File: config.mk
export PLATFORM = sky130hd
export DESIGN_NAME = map_ram
export DESIGN_NICKNAME = d
export VERILOG_FILES = /design/src/hw/map_ram.sv
export SDC_FILE = /design/constraint.sdc
export NUM_CORES = 2
export LEC_CHECK = 0
export ABC_AREA = 1
export BUFFER_PORTS_ARGS = -buffer_cell sky130_fd_sc_hd__buf_2
export CORE_MARGIN = 3
export CORE_UTILIZATION = 40
export CTS_BUF_LIST = sky130_fd_sc_hd__clkbuf_8 sky130_fd_sc_hd__clkbuf_16
export DETAILED_ROUTE_END_ITERATION = 16
export GPL_TIMING_DRIVEN = 1
export HOLD_SLACK_MARGIN = 0.05
export PLACE_DENSITY_LB_ADDON = 0.12
export RECOVER_POWER = 25
export SYNTH_ARGS = -nofsm -noshare
export SYNTH_HDL_FRONTEND = slang
export SYNTH_SLANG_ARGS = --single-unit
File: constraint.sdc
create_clock -name clk -period 5.2 [get_ports clk]
set_input_delay 0.52 -clock clk [delete_from_list [all_inputs] [get_ports clk]]
set_output_delay 0.52 -clock clk [all_outputs]
set_load 0.01 [all_outputs]
File: src/hw/map_ram.sv
`timescale 1ns/10ps
`default_nettype none

//////////////////////////////////////////////////////////////////////
// Single-port map RAM
//////////////////////////////////////////////////////////////////////

// One address shared by read and write
// Write wins, read output holds during a write
module map_ram #(
   parameter type entry_t = logic [7:0],
   parameter int  AW      = 8,
   parameter int  DEPTH   = 256
) (
   input  logic          clk,
   input  logic          reset,
   input  logic [AW-1:0] addr,
   input  logic          rd_en,
   input  logic          wr_en,
   input  entry_t        wr_data,
   output entry_t        rd_data
);

   //////////////////////////////////////////////////////////////////////
   // Storage
   //////////////////////////////////////////////////////////////////////

   // Contents survive reset
   entry_t mem [0:DEPTH-1];

   //////////////////////////////////////////////////////////////////////
   // Write port
   //////////////////////////////////////////////////////////////////////

   // Strobe edge writes the entry
   always_ff @(posedge clk) begin
      if (wr_en) begin
         mem[addr] <= wr_data;
      end
   end

   //////////////////////////////////////////////////////////////////////
   // Registered read
   //////////////////////////////////////////////////////////////////////

   // Output register cleared on reset
   // Reads only in a cycle with no write
   // A read slot hit by a write keeps the old word
   always_ff @(posedge clk) begin
      if (reset) begin
         rd_data <= '0;
      end else if (rd_en && !wr_en) begin
         rd_data <= mem[addr];
      end
   end

endmodule

`default_nettype wire

==> metrics.md <==
| Metric | Value |
|---|---|
| Syn avg cell area | 11.0 um2 |
| Sequential area share after synthesis | 0.738 |
| Layout fillers | 19500 |
| DRC viols | 0 |
| Core area | 207000 um2 |
| Leading area contributor after synthesis | edfxtp_1 |
| CTS hold repair buffers | 0 |
| Reg2reg path depth | 14 |
| Clk buf depth | 3 |
| Vias in the first global route | 52500 |
| Total number of vias | 54000 |
| Hold_sp | wr_data[4] |
| CP bufs+invs | 2 |
| Die H | 463 um |
| Overall Global Routing Usage | 0.227 |
| Commonest non-fill, non-tap cell in the layout | nand2_1 |
| Top delay family on crit path | buffers and inverters |
| Starting Density | 0.403 |
| Final WL | 247 mm |
| Cell Area, Synth | 83500 um2 |
| Clock Pin Slew Worst Setup and Hold Paths | 60 ps |
| Main area contributors after synthesis | edfxtp_1 74%, nand2_1 18%, nor2_1 2.6% |
| Critical path's largest stage delay | 2000 ps |
| Failing checks | max-capacitance violations, max-slew violations |
| Hold-critical path depth | 1 |
| Ys Warns | 0 |
| Grt ovf | 0 |
| Worst vdd ir | 0.000338 V |
| Outcome | finished, violations left |
| Cell count after placement | 10100 |
| Initial antenna violation count | 10 |
| Hpwl dp | 137 mm |
| Largest net degree at the start of global routing | 155 |
| Setup TNS | 0 ps |
| Ports | 28 |
| Placer's final routability congestion estimate | 0.810 |
| Final period utilization | 0.627 |
| Startpoint types | input pin |
| TritonCTS clock tree | done |
| Global-route wire length before repair | 363 mm |
| Total CTS buffers | 218 |
| Cells after Synth | 7587 |
| Synth cell types | 20 |
| P&R area growth vs syn | 12.1% |
| Drt wl/cell | 23.4 um |
| Layout cells sized above 1 | 0.0618 |
| Root Buffer | clkbuf_16 |
| WHS Endpoint | mem[65][4]$_DFFE_PP_ |
| Row count | 167 |
| Reg-to-reg slack, setup | 2940 ps |
| Total Nets Final | 7582 |
| Most frequent cells in the layout | 4012 x nand2_1, 2048 x edfxtp_1, 578 x nor2_1 |
| Minimum clock period after layout | 3260 ps |
| Slew HR | -1.14 |
| Reg-to-reg endpoint | rd_data[3]$_SDFFE_PP0P_ |
| Final Hold Viols | 0 |
| Maxcap violations | 5 |
| Crit path launch | wr_data[2] |
| Fmax | 307 MHz |
| Iter 0 DRT Violations | 4888 |
| Top-area cell type share of the netlist area | 0.736 |
| Postcts setup bufs | 0 |
| Power Dens Cells | 376 nW/um2 |
| CP Cell Sequence | clkbuf_2, buf_4 |
| Arrival time at the worst endpoint | 3790 ps |
| Worst r2r src | mem[65][3]$_DFFE_PP_ |
| Worst Tran Pin Value | 3210 ps |
| Crit Path Class | input pin to flip-flop |
| Worst clock skew | 30.8 ps |
| Final ANT Viol Nets | 0 |
| Critical path endpoint category | flip-flop |
| Crit-path slowest cell | clkbuf_2 |
| Synth Register Bits | 2056 |
| HP Class | input pin to flip-flop |
| Clock latency on the worst-skew pair | 870 ps |
| Vias per cell | 5.13 |
| Htree depth | 4 |
| Post-cts sizing count | 0 |
| Drt first pass iters | 6 |
| Max Slew Vio Count | 559 |
| Die W | 463 um |
| Non-Filler Instances | 10500 |
| Setup-failing EPs final | 0 |
| Critical Path Fanout Max | 116 |
| Die ar. | 214000 um2 |
| Post-synthesis net count | 7607 |
| CP Data Required Time | 5730 ps |
| CTS Sinks | 2056 |
| Leakage | 35.2 nW |
| RSZ-0062 raised after global routing | false |
| Port bufs | 27 |
==> power by group <==
group,switching [W],internal [W]
logic,0.00155,0.000420
registers,0.0000211,0.0183
clock network,0.00649,0.00844
total,0.00806,0.0271
==> state kept, by name, summed over array words and instances (netlist names) <==
signal   flops
mem       2048
rd_data      8
==> metrics by stage <==
stage                     hold WS [ps]  instance area (um2)  total power (W)   util  setup WS, ps
after floorplan                    559                83500           0.0196      -          2710
after global placement             530                86900           0.0206  0.419          1280
after detailed placement           581                86900           0.0206  0.419          1330
after CTS                          144                93700           0.0355  0.452          2250
after global routing               180                93600           0.0363  0.452          1760
final                              186                93600           0.0352  0.452          1940
==> cell type report <==
class                      count  area (um2)  area share
clock buffer                 225        5610      0.0599
inverter                      42         183     0.00195
sequential                  2056       61700       0.658
clock inverter               179        1210      0.0129
antenna                        3        7.51   0.0000802
tap                         2788        3490      0.0373
multi-input combinational   5095       20000       0.213
timing repair buffer         149        1510      0.0162
==> kinds of logic after synthesis <==
group           synth area share
simple gates               0.223
buf+inv                   0.0232
flops                      0.738
compound gates            0.0152
==> how the worst max path moves through the flow <==
stage	to	slack (ps)	depth (start not counted)
3_3_place_gp	rd_data[0]$_SDFFE_PP0P_	1280	16
4_1_cts	rd_data[7]$_SDFFE_PP0P_	2250	16
6_report	mem[172][2]$_DFFE_PP_	1940	2
3_5_place_dp	rd_data[0]$_SDFFE_PP0P_	1330	16
5_1_grt	mem[200][2]$_DFFE_PP_	1760	2
2_1_floorplan	mem[181][0]$_DFFE_PP_	2710	9
==> layer usage <==
layer,track usage,routed length (um)
met1,0.321,110000
met2,0.371,116000
met3,0.0320,14000
met4,0.0600,6330
met5,0,47
==> cells in the mapped netlist, drive strengths merged <==
| cell | count |
|---|---|
| nor2 | 584 |
| buf | 239 |
| nand2 | 4024 |
| nand3 | 139 |
| edfxtp | 2048 |
| inv | 42 |
| clkbuf | 155 |
| dfxtp | 8 |
| nor3 | 2 |
| a22oi | 16 |
| o21ai | 124 |
| nand4 | 100 |
| a21oi | 106 |
==> worst reg2reg max path: cells and delay by family, from the launching register on <==
family,cells,cell delay (ps)
and+or+nand+nor,14,1770
DFF,1,360
Power figures use the tool's default switching activity.
