==> config.mk <==
export PLATFORM = sky130hd
export DESIGN_NAME = vmem_lookup_ctrl
export DESIGN_NICKNAME = d
export VERILOG_FILES = /design/src/hw/vmem_pkg.sv /design/src/hw/vmem_lookup_ctrl.sv
export VERILOG_INCLUDE_DIRS = /design/src /design/src/include
export SDC_FILE = /design/constraint.sdc
export NUM_CORES = 1
export LEC_CHECK = 0
export BUFFER_PORTS_ARGS = -buffer_cell sky130_fd_sc_hd__clkbuf_2
export CORE_MARGIN = 2
export CORE_UTILIZATION = 36
export DETAILED_ROUTE_END_ITERATION = 12
export GPL_TIMING_DRIVEN = 1
export PLACE_DENSITY = 0.83
export SETUP_SLACK_MARGIN = 0.3
export SLEW_MARGIN = 20
export SYNTH_ARGS = -nofsm -noshare
export SYNTH_HDL_FRONTEND = slang
export SYNTH_SLANG_ARGS = --single-unit
export TNS_END_PERCENT = 5
==> constraint.sdc <==
create_clock -name clk -period 1.7 [get_ports clk]
set_input_delay 0.17 -clock clk [delete_from_list [all_inputs] [get_ports clk]]
set_output_delay 0.17 -clock clk [all_outputs]
set_load 0.02 [all_outputs]
==> src/include/vmem_cfg.svh <==
`ifndef VMEM_CFG_SVH
`define VMEM_CFG_SVH

//////////////////////////////////////////////////////////////////////
// Map geometry
//////////////////////////////////////////////////////////////////////

// Level-1 map, one block number per 8 KW region
`define VMEM_L1_AW    11
`define VMEM_L1_DEPTH 2048

// Level-2 map, block number joined with page select
`define VMEM_L2_AW    10
`define VMEM_L2_DEPTH 1024

// Entry widths
`define VMEM_BLK_W    5
`define VMEM_ENTRY_W  24
`define VMEM_PPN_W    14

// Physical side
`define VMEM_OFS_W    8
`define VMEM_PMA_W    22

// Page address fields as carried on mapi
`define VMEM_VMA_W    32
`define VMEM_PAGE_MSB 23
`define VMEM_PAGE_LSB 8
`define VMEM_L1_LSB   13
`define VMEM_SEL_W    5

`endif
==> src/hw/vmem_pkg.sv <==
`default_nettype none

`include "vmem_cfg.svh"

package vmem_pkg;

   //////////////////////////////////////////////////////////////////////
   // Map entry types
   //////////////////////////////////////////////////////////////////////

   // Level-1 entry, block number only
   typedef logic [`VMEM_BLK_W-1:0] vmap_t;

   // Level-2 entry, permission bits on top, page number at the bottom
   typedef struct packed {
      logic                                    access;
      logic                                    write_ok;
      logic [1:0]                              status;
      logic [`VMEM_ENTRY_W-`VMEM_PPN_W-5:0]    spare;
      logic [`VMEM_PPN_W-1:0]                  ppn;
   } l2_entry_t;

   // Physical word address
   typedef logic [`VMEM_PMA_W-1:0] pma_t;

   // Map addresses
   typedef logic [`VMEM_L1_AW-1:0] l1_addr_t;
   typedef logic [`VMEM_L2_AW-1:0] l2_addr_t;

   //////////////////////////////////////////////////////////////////////
   // Field helpers
   //////////////////////////////////////////////////////////////////////

   // Page bits 23..13 index level 1
   function automatic l1_addr_t l1_addr_of(input logic [`VMEM_PAGE_MSB:`VMEM_PAGE_LSB] page);
      return page[`VMEM_PAGE_MSB:`VMEM_L1_LSB];
   endfunction

   // Page bits 12..8 select within a block
   function automatic logic [`VMEM_SEL_W-1:0] l2_sel_of(
      input logic [`VMEM_PAGE_MSB:`VMEM_PAGE_LSB] page);
      return page[`VMEM_L1_LSB-1:`VMEM_PAGE_LSB];
   endfunction

   // Block number in the upper half of the level-2 index
   function automatic l2_addr_t l2_addr_of(input vmap_t blk,
                                           input logic [`VMEM_SEL_W-1:0] sel);
      return {blk, sel};
   endfunction

   // Physical page on top of the word offset
   function automatic pma_t pma_of(input l2_entry_t e, input logic [`VMEM_OFS_W-1:0] ofs);
      return {e.ppn, ofs};
   endfunction

   // Write to a mapped page that forbids writes
   function automatic logic write_fault_of(input l2_entry_t e, input logic wr_req);
      return e.access && wr_req && !e.write_ok;
   endfunction

endpackage

`default_nettype wire

==> src/hw/vmem_lookup_ctrl.sv <==
`timescale 1ns/10ps
`default_nettype none

`include "vmem_cfg.svh"

//////////////////////////////////////////////////////////////////////
// Lookup pipeline control
//////////////////////////////////////////////////////////////////////

// Stage 0: map_rd strobe, level-1 read addressed straight from mapi
// Stage 1: block number out of level 1, level-2 address formed here
// Stage 2: level-2 entry out, fields handed to decode
module vmem_lookup_ctrl
   import vmem_pkg::*;
(
   input  logic                                 clk,
   input  logic                                 reset,
   input  logic                                 map_rd,
   input  logic                                 map_wr_req,
   input  logic [`VMEM_PAGE_MSB:`VMEM_PAGE_LSB] mapi,
   input  logic [`VMEM_VMA_W-1:0]               vma,
   input  vmap_t                                vmap,
   output l1_addr_t                             l1_addr,
   output l2_addr_t                             l2_addr,
   output logic                                 l2_rd_en,
   output logic                                 s2_valid,
   output logic [`VMEM_OFS_W-1:0]               s2_offset,
   output logic                                 s2_wr_req
);

   // Stage 1 state
   logic                   s1_valid;
   logic [`VMEM_SEL_W-1:0] s1_sel;
   logic [`VMEM_OFS_W-1:0] s1_offset;
   logic                   s1_wr_req;

   //////////////////////////////////////////////////////////////////////
   // Level-1 address
   //////////////////////////////////////////////////////////////////////

   // Upper page bits, also the level-1 write address
   assign l1_addr = l1_addr_of(mapi);

   //////////////////////////////////////////////////////////////////////
   // Valid shift
   //////////////////////////////////////////////////////////////////////

   // One bit per stage, no stall
   always_ff @(posedge clk) begin
      if (reset) begin
         s1_valid <= 1'b0;
         s2_valid <= 1'b0;
      end else begin
         s1_valid <= map_rd;
         s2_valid <= s1_valid;
      end
   end

   //////////////////////////////////////////////////////////////////////
   // Carried request fields
   //////////////////////////////////////////////////////////////////////

   // Captured at the strobe, so each result keeps its own offset
   always_ff @(posedge clk) begin
      if (map_rd) begin
         s1_sel    <= l2_sel_of(mapi);
         s1_offset <= vma[`VMEM_OFS_W-1:0];
         s1_wr_req <= map_wr_req;
      end
   end

   // Follows the level-2 read by one stage
   always_ff @(posedge clk) begin
      if (s1_valid) begin
         s2_offset <= s1_offset;
         s2_wr_req <= s1_wr_req;
      end
   end

   //////////////////////////////////////////////////////////////////////
   // Level-2 address
   //////////////////////////////////////////////////////////////////////

   // Block number fresh from level 1 with the carried page select
   // Also the target of a level-2 write one cycle after the strobe
   assign l2_addr  = l2_addr_of(vmap, s1_sel);
   assign l2_rd_en = s1_valid;

endmodule

`default_nettype wire

==> summary.md <==
| Metric | Value |
|---|---|
| Inserted Clock Buffers | `3` |
| DIE AREA | `2806 µm²` |
| Number of H-tree levels | `1` |
| Period minus WS final | `1.149 ns` |
| Fin. Hold Viols | `0` |
| DRT antenna net count | `0` |
| Number of global-route vias before repair | `347` |
| Flop pwr share | `0.694` |
| Post-synth top area cell | `edfxtp_1` |
| # DRC | `0` |
| Fillers | `201` |
| Worst R2R Path Depth | `0` |
| Worst path max stage delay | `0.47 ns` |
| Synth Area per Inst | `20.08 µm²` |
| Main combinational cell family by area after synthesis | `buffers and inverters` |
| Critical Path AT | `0.98 ns` |
| Starting Density | `0.3866` |
| Slew @ Worst Pin | `0.3348 ns` |
| Final period utilization | `0.6758` |
| Critical path's top delay family | `flip-flops` |
| Final Net Count | `121` |
| Fmax | `870.4 MHz` |
| Pwr Density | `1098 nW/µm²` |
| Gp weighted congestion | `0.6413` |
| Crit start category | `flop` |
| Switching Share | `0.2035` |
| First DRT Iteration DRCs | `1` |
| Antenna cells | `0` |
| Syn_nets | `100` |
| Largest net degree at the start of global routing | `16` |
| Clock buffer depth | `2` |
| Worst path slowest cell | `dfxtp_2` |
| Slew Limit Fails | `0` |
| Final setup fails | `0` |
| TritonRoute pass-1 iters | `2` |
| DR vias | `363` |
| Layout cells sized above 1 | `0.5714` |
| Compound-Gate Fraction of Synth Area | `0` |
| Critical path buffer and inverter count | `1` |
| Hold path cells | `2` |
| # IOs | `89` |
| Die width | `52.97 µm` |
| Synth-to-layout area growth | `11.88%` |
| Final Skew | `0.009164 ns` |
| Worst hold path type | `in -> reg` |
| Worst path cell trace | `clkbuf_2` |
| Critical path peak fanout | `11` |
| Commonest cells in the netlist | `edfxtp_1 (23), buf_4 (16), dfxtp_1 (2), nor2b_1 (2)` |
| Root buffer cell | `clkbuf_4` |
| Setup TNS | `0 ns` |
| Setup slack, reg-to-reg | `0.93 ns` |
| GRT Residual Overflow | `0` |
| Wirelength, routed | `988 µm` |
| Top cells by area in the synthesized netlist | `edfxtp_1 (80%), buf_4 (14%), dfxtp_1 (4.6%)` |
| Resized cells post-CTS | `0` |
| Synth warn | `0` |
| Clock share of power | `0.225` |
| FF+latch area | `732.0 µm²` |
| Post-synth EDFFs | `23` |
| P_sw | `0.2158 mW` |
| Library cells used by synthesis | `4` |
| Count leader, synth | `edfxtp_1` |
| Area of the multi-input gates | `12.51 µm²` |
| First-pass GRT wire length | `1414 µm` |
| Mapped Cells | `43` |
| Hold buffer count at cts | `0` |
| Synth Area in Adders | `0` |
| Core area | `2233 µm²` |
| Max IR drop VDD | `0.6997 mV` |
| Asr flop ratio synth | `0` |
| Slew Limit Headroom | `0.7768` |
| Final hold slack | `0.02462 ns` |
| Post-CTS Setup Bufs | `0` |
| Worst path required time | `1.53 ns` |
| RSZ-0062 raised after global routing | `no` |
| Sink Count | `25` |
| # rows | `17` |
| Post-synthesis simple-gate area fraction | `0.01449` |
| #FFs+latches synth | `25` |
| Post-DR wirelength/cell | `10.86 µm` |
| Die Ht | `52.97 µm` |
| XOR/XNOR Fraction of Synth Area | `0` |
| Critical path class | `reg -> out` |
| CTS tree | `yes` |
| Internal power | `0.8444 mW` |
| Total power | `1.060 mW` |
| Pleak | `0.3912 nW` |
| Post-synthesis sequential area ratio | `0.8464` |
| Worst-path clk slew | `0.12 ns` |
| Stages on the worst setup path | `1` |
| Synth Flop Type | `edfxtp_1` |
| Power share of the combinational group | `0.081` |
| Outcome | `finished clean` |
| Vias/cell | `3.989` |
| Clk_lat worst skew | `0.30 ns` |
| All-Layer GR Usage | `0.07056` |
| Mapped cell area | `863.3 µm²` |
| Top cell type's share of synthesized area | `0.8000` |
| Initial antenna violation count | `0` |
| Worst setup EP type | `primary output` |
| Post-synthesis mux area share | `0` |
| IO buf count | `32` |
| Max cap viols | `0` |
-- path summary, 6_finish.rpt --
| path | endpoint | start |
|---|---|---|
| hold reg to reg | s2_offset[6] | s1_offset[6] |
| setup / recovery | l2_rd_en | l2_rd_en |
| hold / removal | l2_rd_en | reset |
| setup reg to reg | s2_offset[3] | l2_rd_en |
-- stage by stage --
stage	util	cell area (µm²)	worst slack, ns	cells
after floorplan	-	863.3	0.7278	43
after global placement	0.4202	938.4	0.7427	87
after detailed placement	0.4202	938.4	0.7360	87
after CTS	0.4319	964.7	0.3876	91
after global routing	0.4325	965.9	0.4723	91
final	0.4325	965.9	0.5511	91
-- sequential cells by signal (all words and copies together) (netlist names) --
name       cells
s1_sel         5
s2_offset      8
s2_wr_req      1
s2_valid       1
s1_offset      8
l2_rd_en       1
s1_wr_req      1
-- per-layer routing --
| metal | GRT usage | vias to the layer above | part of all wire |
|---|---|---|---|
| met5 | 0 | - | 0 |
| met4 | 0.05556 | 0 | 0.029 |
| met3 | 0.01695 | 8 | 0.17 |
| met2 | 0.1021 | 34 | 0.44 |
| met1 | 0.08989 | 145 | 0.37 |
| li1 | - | 176 | - |
-- placed cells by master, fill, tap and decap left out, drive strengths merged --
cell and count:
dfxtp 2, clkbuf 36, edfxtp 23, nor2b 2
-- power by group through the flow --
stage / registers (mW) / logic, mW / clock network, mW
CTS: 0.737 / 0.0869 / 0.244
finish: 0.736 / 0.0854 / 0.239
global placement: 0.750 / 0.0858 / 0
floorplan: 0.786 / 0.0564 / 0
detailed placement: 0.751 / 0.0869 / 0
global route: 0.743 / 0.0916 / 0.276
-- area by class of cell --
cell class | instances | share of cell area
clock buffers | 4 | 0.02720
multi-input cells | 2 | 0.01295
flip-flops and latches | 25 | 0.7578
well taps | 28 | 0.03627
repair buffers | 32 | 0.1658
-- logic make-up after synthesis --
logic type             count (synthesis)
flip-flops                            25
AND/OR/NAND/NOR                        2
buffers and inverters                 16
Note: power is estimated with default switching activity, not from simulation.
