<file path="src/include/vmem_cfg.svh">
`ifndef VMEM_CFG_SVH
`define VMEM_CFG_SVH

//////////////////////////////////////////////////////////////////////
// Map geometry
//////////////////////////////////////////////////////////////////////

// Level-1 map, one block number per 8 KW region
`define VMEM_L1_AW    11
`define VMEM_L1_DEPTH 2048

// Level-2 map, block number joined with page select
`define VMEM_L2_AW    10
`define VMEM_L2_DEPTH 1024

// Entry widths
`define VMEM_BLK_W    5
`define VMEM_ENTRY_W  24
`define VMEM_PPN_W    14

// Physical side
`define VMEM_OFS_W    8
`define VMEM_PMA_W    22

// Page address fields as carried on mapi
`define VMEM_VMA_W    32
`define VMEM_PAGE_MSB 23
`define VMEM_PAGE_LSB 8
`define VMEM_L1_LSB   13
`define VMEM_SEL_W    5

`endif
</file>
<file path="src/hw/vmem_pkg.sv">
`default_nettype none

`include "vmem_cfg.svh"

package vmem_pkg;

   //////////////////////////////////////////////////////////////////////
   // Map entry types
   //////////////////////////////////////////////////////////////////////

   // Level-1 entry, block number only
   typedef logic [`VMEM_BLK_W-1:0] vmap_t;

   // Level-2 entry, permission bits on top, page number at the bottom
   typedef struct packed {
      logic                                    access;
      logic                                    write_ok;
      logic [1:0]                              status;
      logic [`VMEM_ENTRY_W-`VMEM_PPN_W-5:0]    spare;
      logic [`VMEM_PPN_W-1:0]                  ppn;
   } l2_entry_t;

   // Physical word address
   typedef logic [`VMEM_PMA_W-1:0] pma_t;

   // Map addresses
   typedef logic [`VMEM_L1_AW-1:0] l1_addr_t;
   typedef logic [`VMEM_L2_AW-1:0] l2_addr_t;

   //////////////////////////////////////////////////////////////////////
   // Field helpers
   //////////////////////////////////////////////////////////////////////

   // Page bits 23..13 index level 1
   function automatic l1_addr_t l1_addr_of(input logic [`VMEM_PAGE_MSB:`VMEM_PAGE_LSB] page);
      return page[`VMEM_PAGE_MSB:`VMEM_L1_LSB];
   endfunction

   // Page bits 12..8 select within a block
   function automatic logic [`VMEM_SEL_W-1:0] l2_sel_of(
      input logic [`VMEM_PAGE_MSB:`VMEM_PAGE_LSB] page);
      return page[`VMEM_L1_LSB-1:`VMEM_PAGE_LSB];
   endfunction

   // Block number in the upper half of the level-2 index
   function automatic l2_addr_t l2_addr_of(input vmap_t blk,
                                           input logic [`VMEM_SEL_W-1:0] sel);
      return {blk, sel};
   endfunction

   // Physical page on top of the word offset
   function automatic pma_t pma_of(input l2_entry_t e, input logic [`VMEM_OFS_W-1:0] ofs);
      return {e.ppn, ofs};
   endfunction

   // Write to a mapped page that forbids writes
   function automatic logic write_fault_of(input l2_entry_t e, input logic wr_req);
      return e.access && wr_req && !e.write_ok;
   endfunction

endpackage

`default_nettype wire

</file>
<file path="src/hw/vmem_decode.sv">
`timescale 1ns/10ps
`default_nettype none

`include "vmem_cfg.svh"

//////////////////////////////////////////////////////////////////////
// Level-2 entry decode
//////////////////////////////////////////////////////////////////////

// Last pipeline stage, splits the entry into address and faults
// Results hold between lookups
module vmem_decode
   import vmem_pkg::*;
(
   input  logic                   clk,
   input  logic                   reset,
   input  logic                   s2_valid,
   input  logic [`VMEM_OFS_W-1:0] s2_offset,
   input  logic                   s2_wr_req,
   input  l2_entry_t              entry,
   output logic                   result_valid,
   output l2_entry_t              vmo,
   output pma_t                   pma,
   output logic                   access_fault,
   output logic                   write_fault
);

   // Next-state values
   pma_t pma_d;
   logic access_fault_d;
   logic write_fault_d;

   //////////////////////////////////////////////////////////////////////
   // Field split
   //////////////////////////////////////////////////////////////////////

   always_comb begin
      // Page number over word offset
      pma_d          = pma_of(entry, s2_offset);
      // Unmapped page
      access_fault_d = !entry.access;
      // Only reported on a mapped page
      write_fault_d  = write_fault_of(entry, s2_wr_req) && !access_fault_d;
   end

   //////////////////////////////////////////////////////////////////////
   // Result registers
   //////////////////////////////////////////////////////////////////////

   // Valid pulse for one cycle per lookup
   always_ff @(posedge clk) begin
      if (reset) begin
         result_valid <= 1'b0;
      end else begin
         result_valid <= s2_valid;
      end
   end

   // Zero after reset until the first lookup lands
   always_ff @(posedge clk) begin
      if (reset) begin
         vmo          <= '0;
         pma          <= '0;
         access_fault <= 1'b0;
         write_fault  <= 1'b0;
      end else if (s2_valid) begin
         vmo          <= entry;
         pma          <= pma_d;
         access_fault <= access_fault_d;
         write_fault  <= write_fault_d;
      end
   end

endmodule

`default_nettype wire

</file>
<file path="config.mk">
export PLATFORM = sky130hd
export DESIGN_NAME = vmem_decode
export DESIGN_NICKNAME = d
export VERILOG_FILES = /design/src/hw/vmem_pkg.sv /design/src/hw/vmem_decode.sv
export VERILOG_INCLUDE_DIRS = /design/src /design/src/include
export SDC_FILE = /design/constraint.sdc
export NUM_CORES = 1
export LEC_CHECK = 0
export BUFFER_PORTS_ARGS = -buffer_cell sky130_fd_sc_hd__buf_2
export CORE_ASPECT_RATIO = 1.4
export CORE_MARGIN = 2
export CORE_UTILIZATION = 38
export DETAILED_ROUTE_END_ITERATION = 8
export PLACE_DENSITY = 0.75
export SLEW_MARGIN = 30
export SYNTH_ARGS = -nofsm -noshare
export SYNTH_HDL_FRONTEND = slang
export SYNTH_SLANG_ARGS = --single-unit
</file>
<file path="constraint.sdc">
create_clock -name clk -period 0.8 [get_ports clk]
set_input_delay 0.12 -clock clk [delete_from_list [all_inputs] [get_ports clk]]
set_output_delay 0.12 -clock clk [all_outputs]
set_load 0.03 [all_outputs]
</file>
==> results of run 1 <==
synth_stat cells:
cell / instances / area (um^2)
a21oi_1: 1 / 5.00
buf_8: 2 / 30.0
buf_12: 1 / 20.0
nor2_1: 33 / 124
nor2b_1: 1 / 6.26
clkbuf_1: 2 / 7.51
buf_2: 2 / 10.0
buf_6: 1 / 11.3
buf_4: 14 / 105
mux2i_1: 32 / 320
nand2b_1: 1 / 6.26
a211oi_1: 1 / 7.51
nand4b_1: 1 / 8.76
dfxtp_1: 35 / 701
final cells by class:
class	instances	area, um^2
fill	287	1250
clock buffer	6	72.6
timing repair buffer	91	795
tap	40	50.0
sequential	35	749
clock inverter	2	12.5
multi-input combinational	70	478
sequential cells by signal (all words and copies together) (netlist names):
| name | count |
|---|---|
| pma | 8 |
| access_fault | 1 |
| vmo | 24 |
| write_fault | 1 |
| result_valid | 1 |
cells by family (layout without fill, tap and decap cells):
kind of cell / Yosys count / count (layout) / share of synthesized area
AND/OR/NAND/NOR: 36 / 36 / 0.107
flip-flops: 35 / 35 / 0.514
multiplexers: 32 / 32 / 0.235
buffers and inverters: 22 / 99 / 0.135
AO/OA/AOI/OAI: 2 / 2 / 0.00918
worst min-delay path by stage:
stage / to / slack, ps
2_1_floorplan: access_fault$_SDFFE_PP0P_ / 220
5_1_grt: access_fault$_SDFFE_PP0P_ / 40
3_5_place_dp: access_fault$_SDFFE_PP0P_ / 350
3_3_place_gp: access_fault$_SDFFE_PP0P_ / 340
4_1_cts: access_fault$_SDFFE_PP0P_ / 30
6_report: access_fault$_SDFFE_PP0P_ / 50
per-stage QoR:
stage                     total power (W)  std cells  instance area [um^2]  utilization
after floorplan                   0.00252        127                  1380            -
final                             0.00413        244                  2160        0.633
after CTS                         0.00413        243                  2100        0.616
after global placement            0.00273        235                  1750        0.513
after global routing              0.00433        244                  2160        0.633
after detailed placement          0.00274        235                  1750        0.513
power by group through the flow:
| stage | sequential [W] | combinational, W | clock [W] |
|---|---|---|---|
| 5_1_grt | 0.00197 | 0.000998 | 0.00137 |
| 4_1_cts | 0.00195 | 0.000924 | 0.00126 |
| 3_3_place_gp | 0.00195 | 0.000780 | 0 |
| 6_report | 0.00195 | 0.000946 | 0.00124 |
| 2_1_floorplan | 0.00215 | 0.000372 | 0 |
| 3_5_place_dp | 0.00195 | 0.000790 | 0 |
metal layers:
layer / wire, um / up-vias / global-route usage
met1: 1170 / 520 / 0.164
met3: 228 / 2 / 0.0655
met4: 24 / 0 / 0.0750
met2: 1840 / 45 / 0.296
met5: 0 / - / 0
li1: - / 551 / -
worst register-to-register path, delay by kind of cell, from the launching register on:
| kind | cells | cell delay (ps) |
|---|---|---|
| DFF | 1 | 340 |
| AOI/OAI and AO/OA | 1 | 130 |
| buffers and inverters | 1 | 100 |
| and+or+nand+nor | 1 | 50 |
timing repair:
item                                    in CTS  in global routing
setup buffers                                0                  1
endpoints found under the setup margin      49                 49
resized for setup                          101                 14
==> results.json, run 1 <==
{
  "antenna_found_initial": 0,
  "yosysSeqAreaShare": 0.514,
  "ys_types": 14,
  "rr_endpoint": "write_fault$_SDFFE_PP0P_",
  "grt_pass1_vias": 1094,
  "reg2reg_slack_ps": 130,
  "clockBufferDepth": 2,
  "clock.fmax_mhz": 1090,
  "setup_viol": 49,
  "setup_ws_ps": -114,
  "path_depth": 1,
  "seqPwrFrac": 0.472,
  "cp_slowest_stage_delay_ps": 350,
  "min_period_ps": 914,
  "hp-start": "entry[23]",
  "cp_max_fo": 3,
  "path_cells": "buf_4",
  "crit_path_top_delay_cell": "dfxtp_2",
  "timing.rr.start": "write_fault$_SDFFE_PP0P_",
  "hold_path_depth": 2,
  "root_buffer": "clkbuf_8",
  "critical_path_required_ps": 680,
  "insertedDiodeCount": 0,
  "path_delay_family": "flip-flops",
  "vias": 1118,
  "synth_warnings": 0,
  "hold_buffers": 0,
  "critPathBufInv": 1,
  "clkSinkCount": 35,
  "hold_violations": 0,
  "rows": 25,
  "worstSetupStartpointType": "flip-flop",
  "drive_gt1_frac": 0.652,
  "power.leakage_nw": 1.08,
  "crit_arrival_ps": 790,
  "initial_core_util": 0.400,
  "dp_hpwl_um": 2190,
  "final_net_count": 239,
  "swShare": 0.294,
  "grt.total_usage": 0.167,
  "synth_area_um2": 1360,
  "endpoint": "pma[14]",
  "rr_worst_depth": 3,
  "wirelength_um": 3260,
  "cts_max_level": 2,
  "die_w_um": 54.6,
  "grt_max_degree": 21,
  "maxCapViolCount": 0,
  "p_switching_w": 0.00122,
  "grt-ovfl-total": 0,
  "combPwrFrac": 0.229,
  "cts_tree": "built",
  "final_max_slew_viol_count": 0,
  "synth_fp_nets": 163,
  "ant_nets": 0,
  "rsz0062_at_grt": "true",
  "final_common_cell": "buf_6",
  "die_area_um2": 4090,
  "fin_crit_sh": 1.14,
  "clk_latency_ps": 280,
  "status": "finished, violations left",
  "syn_inst": 127,
  "critical_path_class": "reg2out",
  "avgSynthCellArea_um2": 10.7,
  "fin_worst_skew_ps": 0,
  "clk_pin_slew_ps": 80,
  "fin_setup_tns_ps": -4070,
  "violations": "setup timing",
  "drtIter0Drc": 19,
  "via_per_inst": 4.58,
  "cts_made_buffers": 5,
  "pin_count": 85,
  "p_per_area_nw_per_um2": 1920,
  "routedWlPerCell_um": 13.4,
  "drtPass1Iterations": 3,
  "crit_start": "vmo[6]$_SDFFE_PP0P_",
  "slew_headroom": 0.852,
  "p_int_w": 0.00292,
  "drcViolationCount": 0,
  "io_buffers": 84,
  "hold_class": "in2reg",
  "dp_slack_ps": -45.1,
  "timing.hold.ws_ps": 47.9,
  "die_h_um": 74.9,
  "ys_seq_elements": 35,
  "area_growth_syn_to_layout_pct": 58.3,
  "mostFrequentLayoutCells": "43 x buf_6, 35 x buf_2, 33 x nor2_1, 33 x dfxtp_2, 32 x mux2i_1",
  "worstMarginPinSlew_ps": 222,
  "grt_first_pass_wirelength_um": 4830,
  "critPathCaptureType": "primary output",
  "clkPwrFrac": 0.299,
  "core_um2": 3410,
  "gp_congestion": 0.689,
  "ir_worst_vdd_uv": 1630
}
Power figures use the tool's default switching activity.
==> inputs of run 2 (changes only) <==
CORE_UTILIZATION = 39   (was 38)
CTS_BUF_LIST = sky130_fd_sc_hd__clkbuf_4   (was unset)
PLACE_DENSITY = 0.77   (was 0.75)
==> results.json, run 2 (synthesis results as in run 1) <==
{
  "cts_tree": "built",
  "pin_count": 85,
  "root_buffer": "clkbuf_4",
  "worstHoldEndpoint": "vmo[3]$_SDFFE_PP0P_",
  "clk_pin_slew_ps": 100,
  "dp_hpwl_um": 2070,
  "rows": 25,
  "setup_ws_ps": -157,
  "clockBufferDepth": 2,
  "core_um2": 3350,
  "hold_class": "in2reg",
  "die_w_um": 54.0,
  "path_delay_family": "flip-flops",
  "mostFrequentLayoutCells": "39 x buf_6, 35 x buf_2, 34 x dfxtp_2",
  "power.leakage_nw": 1.08,
  "io_buffers": 84,
  "drtIter0Drc": 7,
  "grt_pass1_vias": 1099,
  "fin_setup_tns_ps": -6570,
  "grt.total_usage": 0.166,
  "violations": "setup timing",
  "routedWlPerCell_um": 12.6,
  "die_h_um": 73.9,
  "final_core_util": 0.637,
  "fin_crit_sh": 1.20,
  "cp_slowest_stage_delay_ps": 360,
  "crit_arrival_ps": 840,
  "fin_cells": 245,
  "ant_nets": 0,
  "top_usage_layer": "met2",
  "critical_path_class": "reg2out",
  "cp_max_fo": 3,
  "final_common_cell": "buf_6",
  "clock.fmax_mhz": 1050,
  "drcViolationCount": 0,
  "p_per_area_nw_per_um2": 1760,
  "insertedDiodeCount": 0,
  "grt-ovfl-total": 0,
  "drtPass1Iterations": 3,
  "rsz0062_at_grt": "true",
  "cts_made_buffers": 5,
  "antenna_found_initial": 0,
  "status": "finished, violations left",
  "path_cells": "buf_4",
  "vias": 1120,
  "initial_core_util": 0.407,
  "rr_endpoint": "vmo[8]$_SDFFE_PP0P_",
  "hold_violations": 0,
  "critPathCaptureType": "primary output",
  "setup_viol": 49,
  "cts_max_level": 2,
  "largest_register": "vmo",
  "met3_usage": 0.0803,
  "grt_max_degree": 22,
  "grt_first_pass_wirelength_um": 4750,
  "via_per_inst": 4.57,
  "final_net_count": 241,
  "grt_util_met1": 0.167,
  "clk_latency_ps": 330,
  "wirelength_um": 3090,
  "worstSetupStartpointType": "flip-flop",
  "hold_path_depth": 3,
  "critical_path_required_ps": 680,
  "min_period_ps": 957,
  "slew_headroom": 0.885,
  "maxCapViolCount": 0,
  "timing.rr.start": "vmo[8]$_SDFFE_PP0P_",
  "hp-start": "entry[3]",
  "die_area_um2": 3990,
  "critPathBufInv": 1,
  "ir_worst_vdd_uv": 1290,
  "dp_cells": 233,
  "use_met2": 0.289,
  "dp_slack_ps": -45.1,
  "fin_worst_skew_ps": 0,
  "rr_worst_depth": 3,
  "drive_gt1_frac": 0.649,
  "clkSinkCount": 35,
  "top_regs": "vmo x24, pma x8",
  "largest_reg_flops": 24,
  "worstMarginPinSlew_ps": 168,
  "gp_congestion": 0.652,
  "area_growth_syn_to_layout_pct": 56.4,
  "reg2reg_slack_ps": 60,
  "crit_path_top_delay_cell": "dfxtp_2",
  "final_max_slew_viol_count": 0
}
-- run 2: changes by cell type in the layout (fill, tap and decap cells not counted), moves of 4 or more --
cell      delta
buf_6        -4
clkbuf_8     -5
clkbuf_4     +5
buf_4        +4
-- run 2: where the power goes --
part | switching [W] | total, W | internal [W]
Combinational | 0.000500 | 0.000953 | 0.000453
Clock | 0.000539 | 0.000850 | 0.000311
Sequential | 0.0000833 | 0.00195 | 0.00186
-- run 2: area by class of cell --
type	count	area, um^2
fillers	256	1220
repair buffers	93	810
flip-flops and latches	35	747
multi-input cells	70	478
well taps	40	50.0
clock buffers	5	37.5
clock inverters	2	8.76
-- run 2: metrics by stage --
stage	power [W]	hold WS, ps	cell area, um^2
after CTS	0.00378	2.18	2070
after detailed placement	0.00273	342	1750
after global routing	0.00395	2.58	2130
after floorplan	0.00252	219	1380
after global placement	0.00272	339	1750
final	0.00375	23.1	2130
-- run 2: worst max-delay path by stage --
stage	from	to	slack, ps	cells past startpoint
final	vmo[12]$_SDFFE_PP0P_	pma[20]	-160	1
after global routing	vmo[11]$_SDFFE_PP0P_	pma[19]	-210	1
after CTS	vmo[7]$_SDFFE_PP0P_	vmo[7]	-180	1
after detailed placement	s2_valid	vmo[9]$_SDFFE_PP0P_	-50	4
after global placement	s2_valid	pma[5]$_SDFFE_PP0P_	-30	4
after floorplan	access_fault$_SDFFE_PP0P_	access_fault$_SDFFE_PP0P_	30	2
-- run 2: per-layer routing --
metal / share of wire / routed length [um]
met5: 0 / 0
met2: 0.54 / 1670
met3: 0.090 / 279
met4: 0.014 / 43
met1: 0.35 / 1100
-- run 2: timing repair --
action	in CTS	in global routing
hold buffers	1	0
setup buffers	0	4
setup endpoints to repair	49	49
endpoints found under the hold margin	1	0
gates resized for setup	101	9
==> inputs of run 3 (changes only) <==
RECOVER_POWER = 50   (was unset)
==> results.json, run 3 (synthesis results as in run 1) <==
{
  "clk_pin_slew_ps": 100,
  "critical_path_required_ps": 680,
  "top_usage_layer": "met2",
  "core_um2": 3350,
  "vias": 1121,
  "wirelength_um": 3090,
  "min_period_ps": 959,
  "final_max_slew_viol_count": 0,
  "die_h_um": 73.9,
  "clock.fmax_mhz": 1040,
  "fin_setup_tns_ps": -7030,
  "drtIter0Drc": 7,
  "cp_slowest_stage_delay_ps": 360,
  "fin_crit_sh": 1.20,
  "setup_ws_ps": -159,
  "grt_first_pass_wirelength_um": 4750,
  "antenna_found_initial": 0,
  "critPathBufInv": 1,
  "power.leakage_nw": 1.07,
  "critical_path_class": "reg2out",
  "slew_headroom": 0.612,
  "gp_congestion": 0.652,
  "clkSinkCount": 35,
  "area_growth_syn_to_layout_pct": 54.9,
  "hold_violations": 0,
  "setup_viol": 65,
  "worstSetupStartpointType": "flip-flop",
  "drtPass1Iterations": 3,
  "grt_max_degree": 22,
  "met3_usage": 0.0803,
  "die_area_um2": 3990,
  "crit_path_top_delay_cell": "dfxtp_2",
  "grt_util_met1": 0.167,
  "io_buffers": 84,
  "cp_max_fo": 3,
  "grt-ovfl-total": 0,
  "cts_made_buffers": 5,
  "cts_tree": "built",
  "drcViolationCount": 0,
  "clk_latency_ps": 330,
  "status": "finished, violations left",
  "via_per_inst": 4.58,
  "largest_register": "vmo",
  "largest_reg_flops": 24,
  "final_common_cell": "buf_6",
  "ir_worst_vdd_uv": 1290,
  "rows": 25,
  "critPathCaptureType": "primary output",
  "pin_count": 85,
  "violations": "setup timing",
  "cts_max_level": 2,
  "clockBufferDepth": 2,
  "grt_pass1_vias": 1099,
  "grt.total_usage": 0.166,
  "path_delay_family": "flip-flops",
  "die_w_um": 54.0,
  "fin_worst_skew_ps": 0,
  "initial_core_util": 0.407,
  "maxCapViolCount": 0,
  "p_per_area_nw_per_um2": 1770,
  "dp_hpwl_um": 2070,
  "rsz0062_at_grt": "true",
  "final_net_count": 241,
  "n_fill_cell": 258,
  "root_buffer": "clkbuf_4",
  "crit_arrival_ps": 840,
  "path_cells": "buf_4",
  "worstMarginPinSlew_ps": 582,
  "drive_gt1_frac": 0.629,
  "hold_class": "in2reg",
  "top_regs": "vmo x24, pma x8",
  "mostFrequentLayoutCells": "39 x buf_6, 35 x buf_2, 33 x nor2_1",
  "routedWlPerCell_um": 12.6,
  "ant_nets": 0,
  "final_core_util": 0.631,
  "use_met2": 0.289,
  "insertedDiodeCount": 0
}
==> run 3: through the flow <==
| stage | hold slack (ps) | worst slack, ps | power (W) | cell area (um^2) | cells |
|---|---|---|---|---|---|
| finish | 21.3 | -159 | 0.00374 | 2110 | 245 |
| global route | 2.58 | -209 | 0.00394 | 2110 | 245 |
| CTS | 2.18 | -179 | 0.00378 | 2070 | 241 |
| detailed placement | 342 | -45.1 | 0.00273 | 1750 | 233 |
| global placement | 339 | -27.7 | 0.00272 | 1750 | 233 |
| floorplan | 219 | 29.7 | 0.00252 | 1380 | 127 |
==> run 3: final cells by class <==
type | count | area, um^2 | share of cell area
Clock buffer | 5 | 37.5 | 0.0178
Clock inverter | 2 | 8.76 | 0.00415
Multi-Input combinational cell | 70 | 478 | 0.226
Sequential cell | 35 | 742 | 0.352
Tap cell | 40 | 50.0 | 0.0237
Timing Repair Buffer | 93 | 795 | 0.376
==> run 3: final timing paths <==
kind	start	end	slack, ps	depth (start not counted)
setup / recovery	vmo[12]$_SDFFE_PP0P_	pma[20]	-160	1
hold / removal	s2_offset[7]	pma[7]$_SDFFE_PP0P_	20	3
setup reg to reg	vmo[8]$_SDFFE_PP0P_	vmo[8]$_SDFFE_PP0P_	60	3
hold reg to reg	pma[7]$_SDFFE_PP0P_	pma[7]$_SDFFE_PP0P_	500	2
==> run 3: power breakdown <==
group / switching [W] / total [W] / internal (W)
clock network: 0.000540 / 0.000851 / 0.000311
registers: 0.0000831 / 0.00194 / 0.00186
logic: 0.000499 / 0.000944 / 0.000446
total: 0.00112 / 0.00374 / 0.00262
==> run 3: layer usage <==
layer | vias to the layer above | part of all wire
met1 | 513 | 0.35
met5 | - | 0
li1 | 554 | -
met4 | 0 | 0.015
met3 | 5 | 0.090
met2 | 49 | 0.54
==> run 3: timing repair <==
action                     CTS  global route
hold buffers                 1             0
setup buffers                0             4
hold endpoints to repair     1             0
setup endpoints to repair   49            49
resized for setup          101             9
gates cloned                 0             0
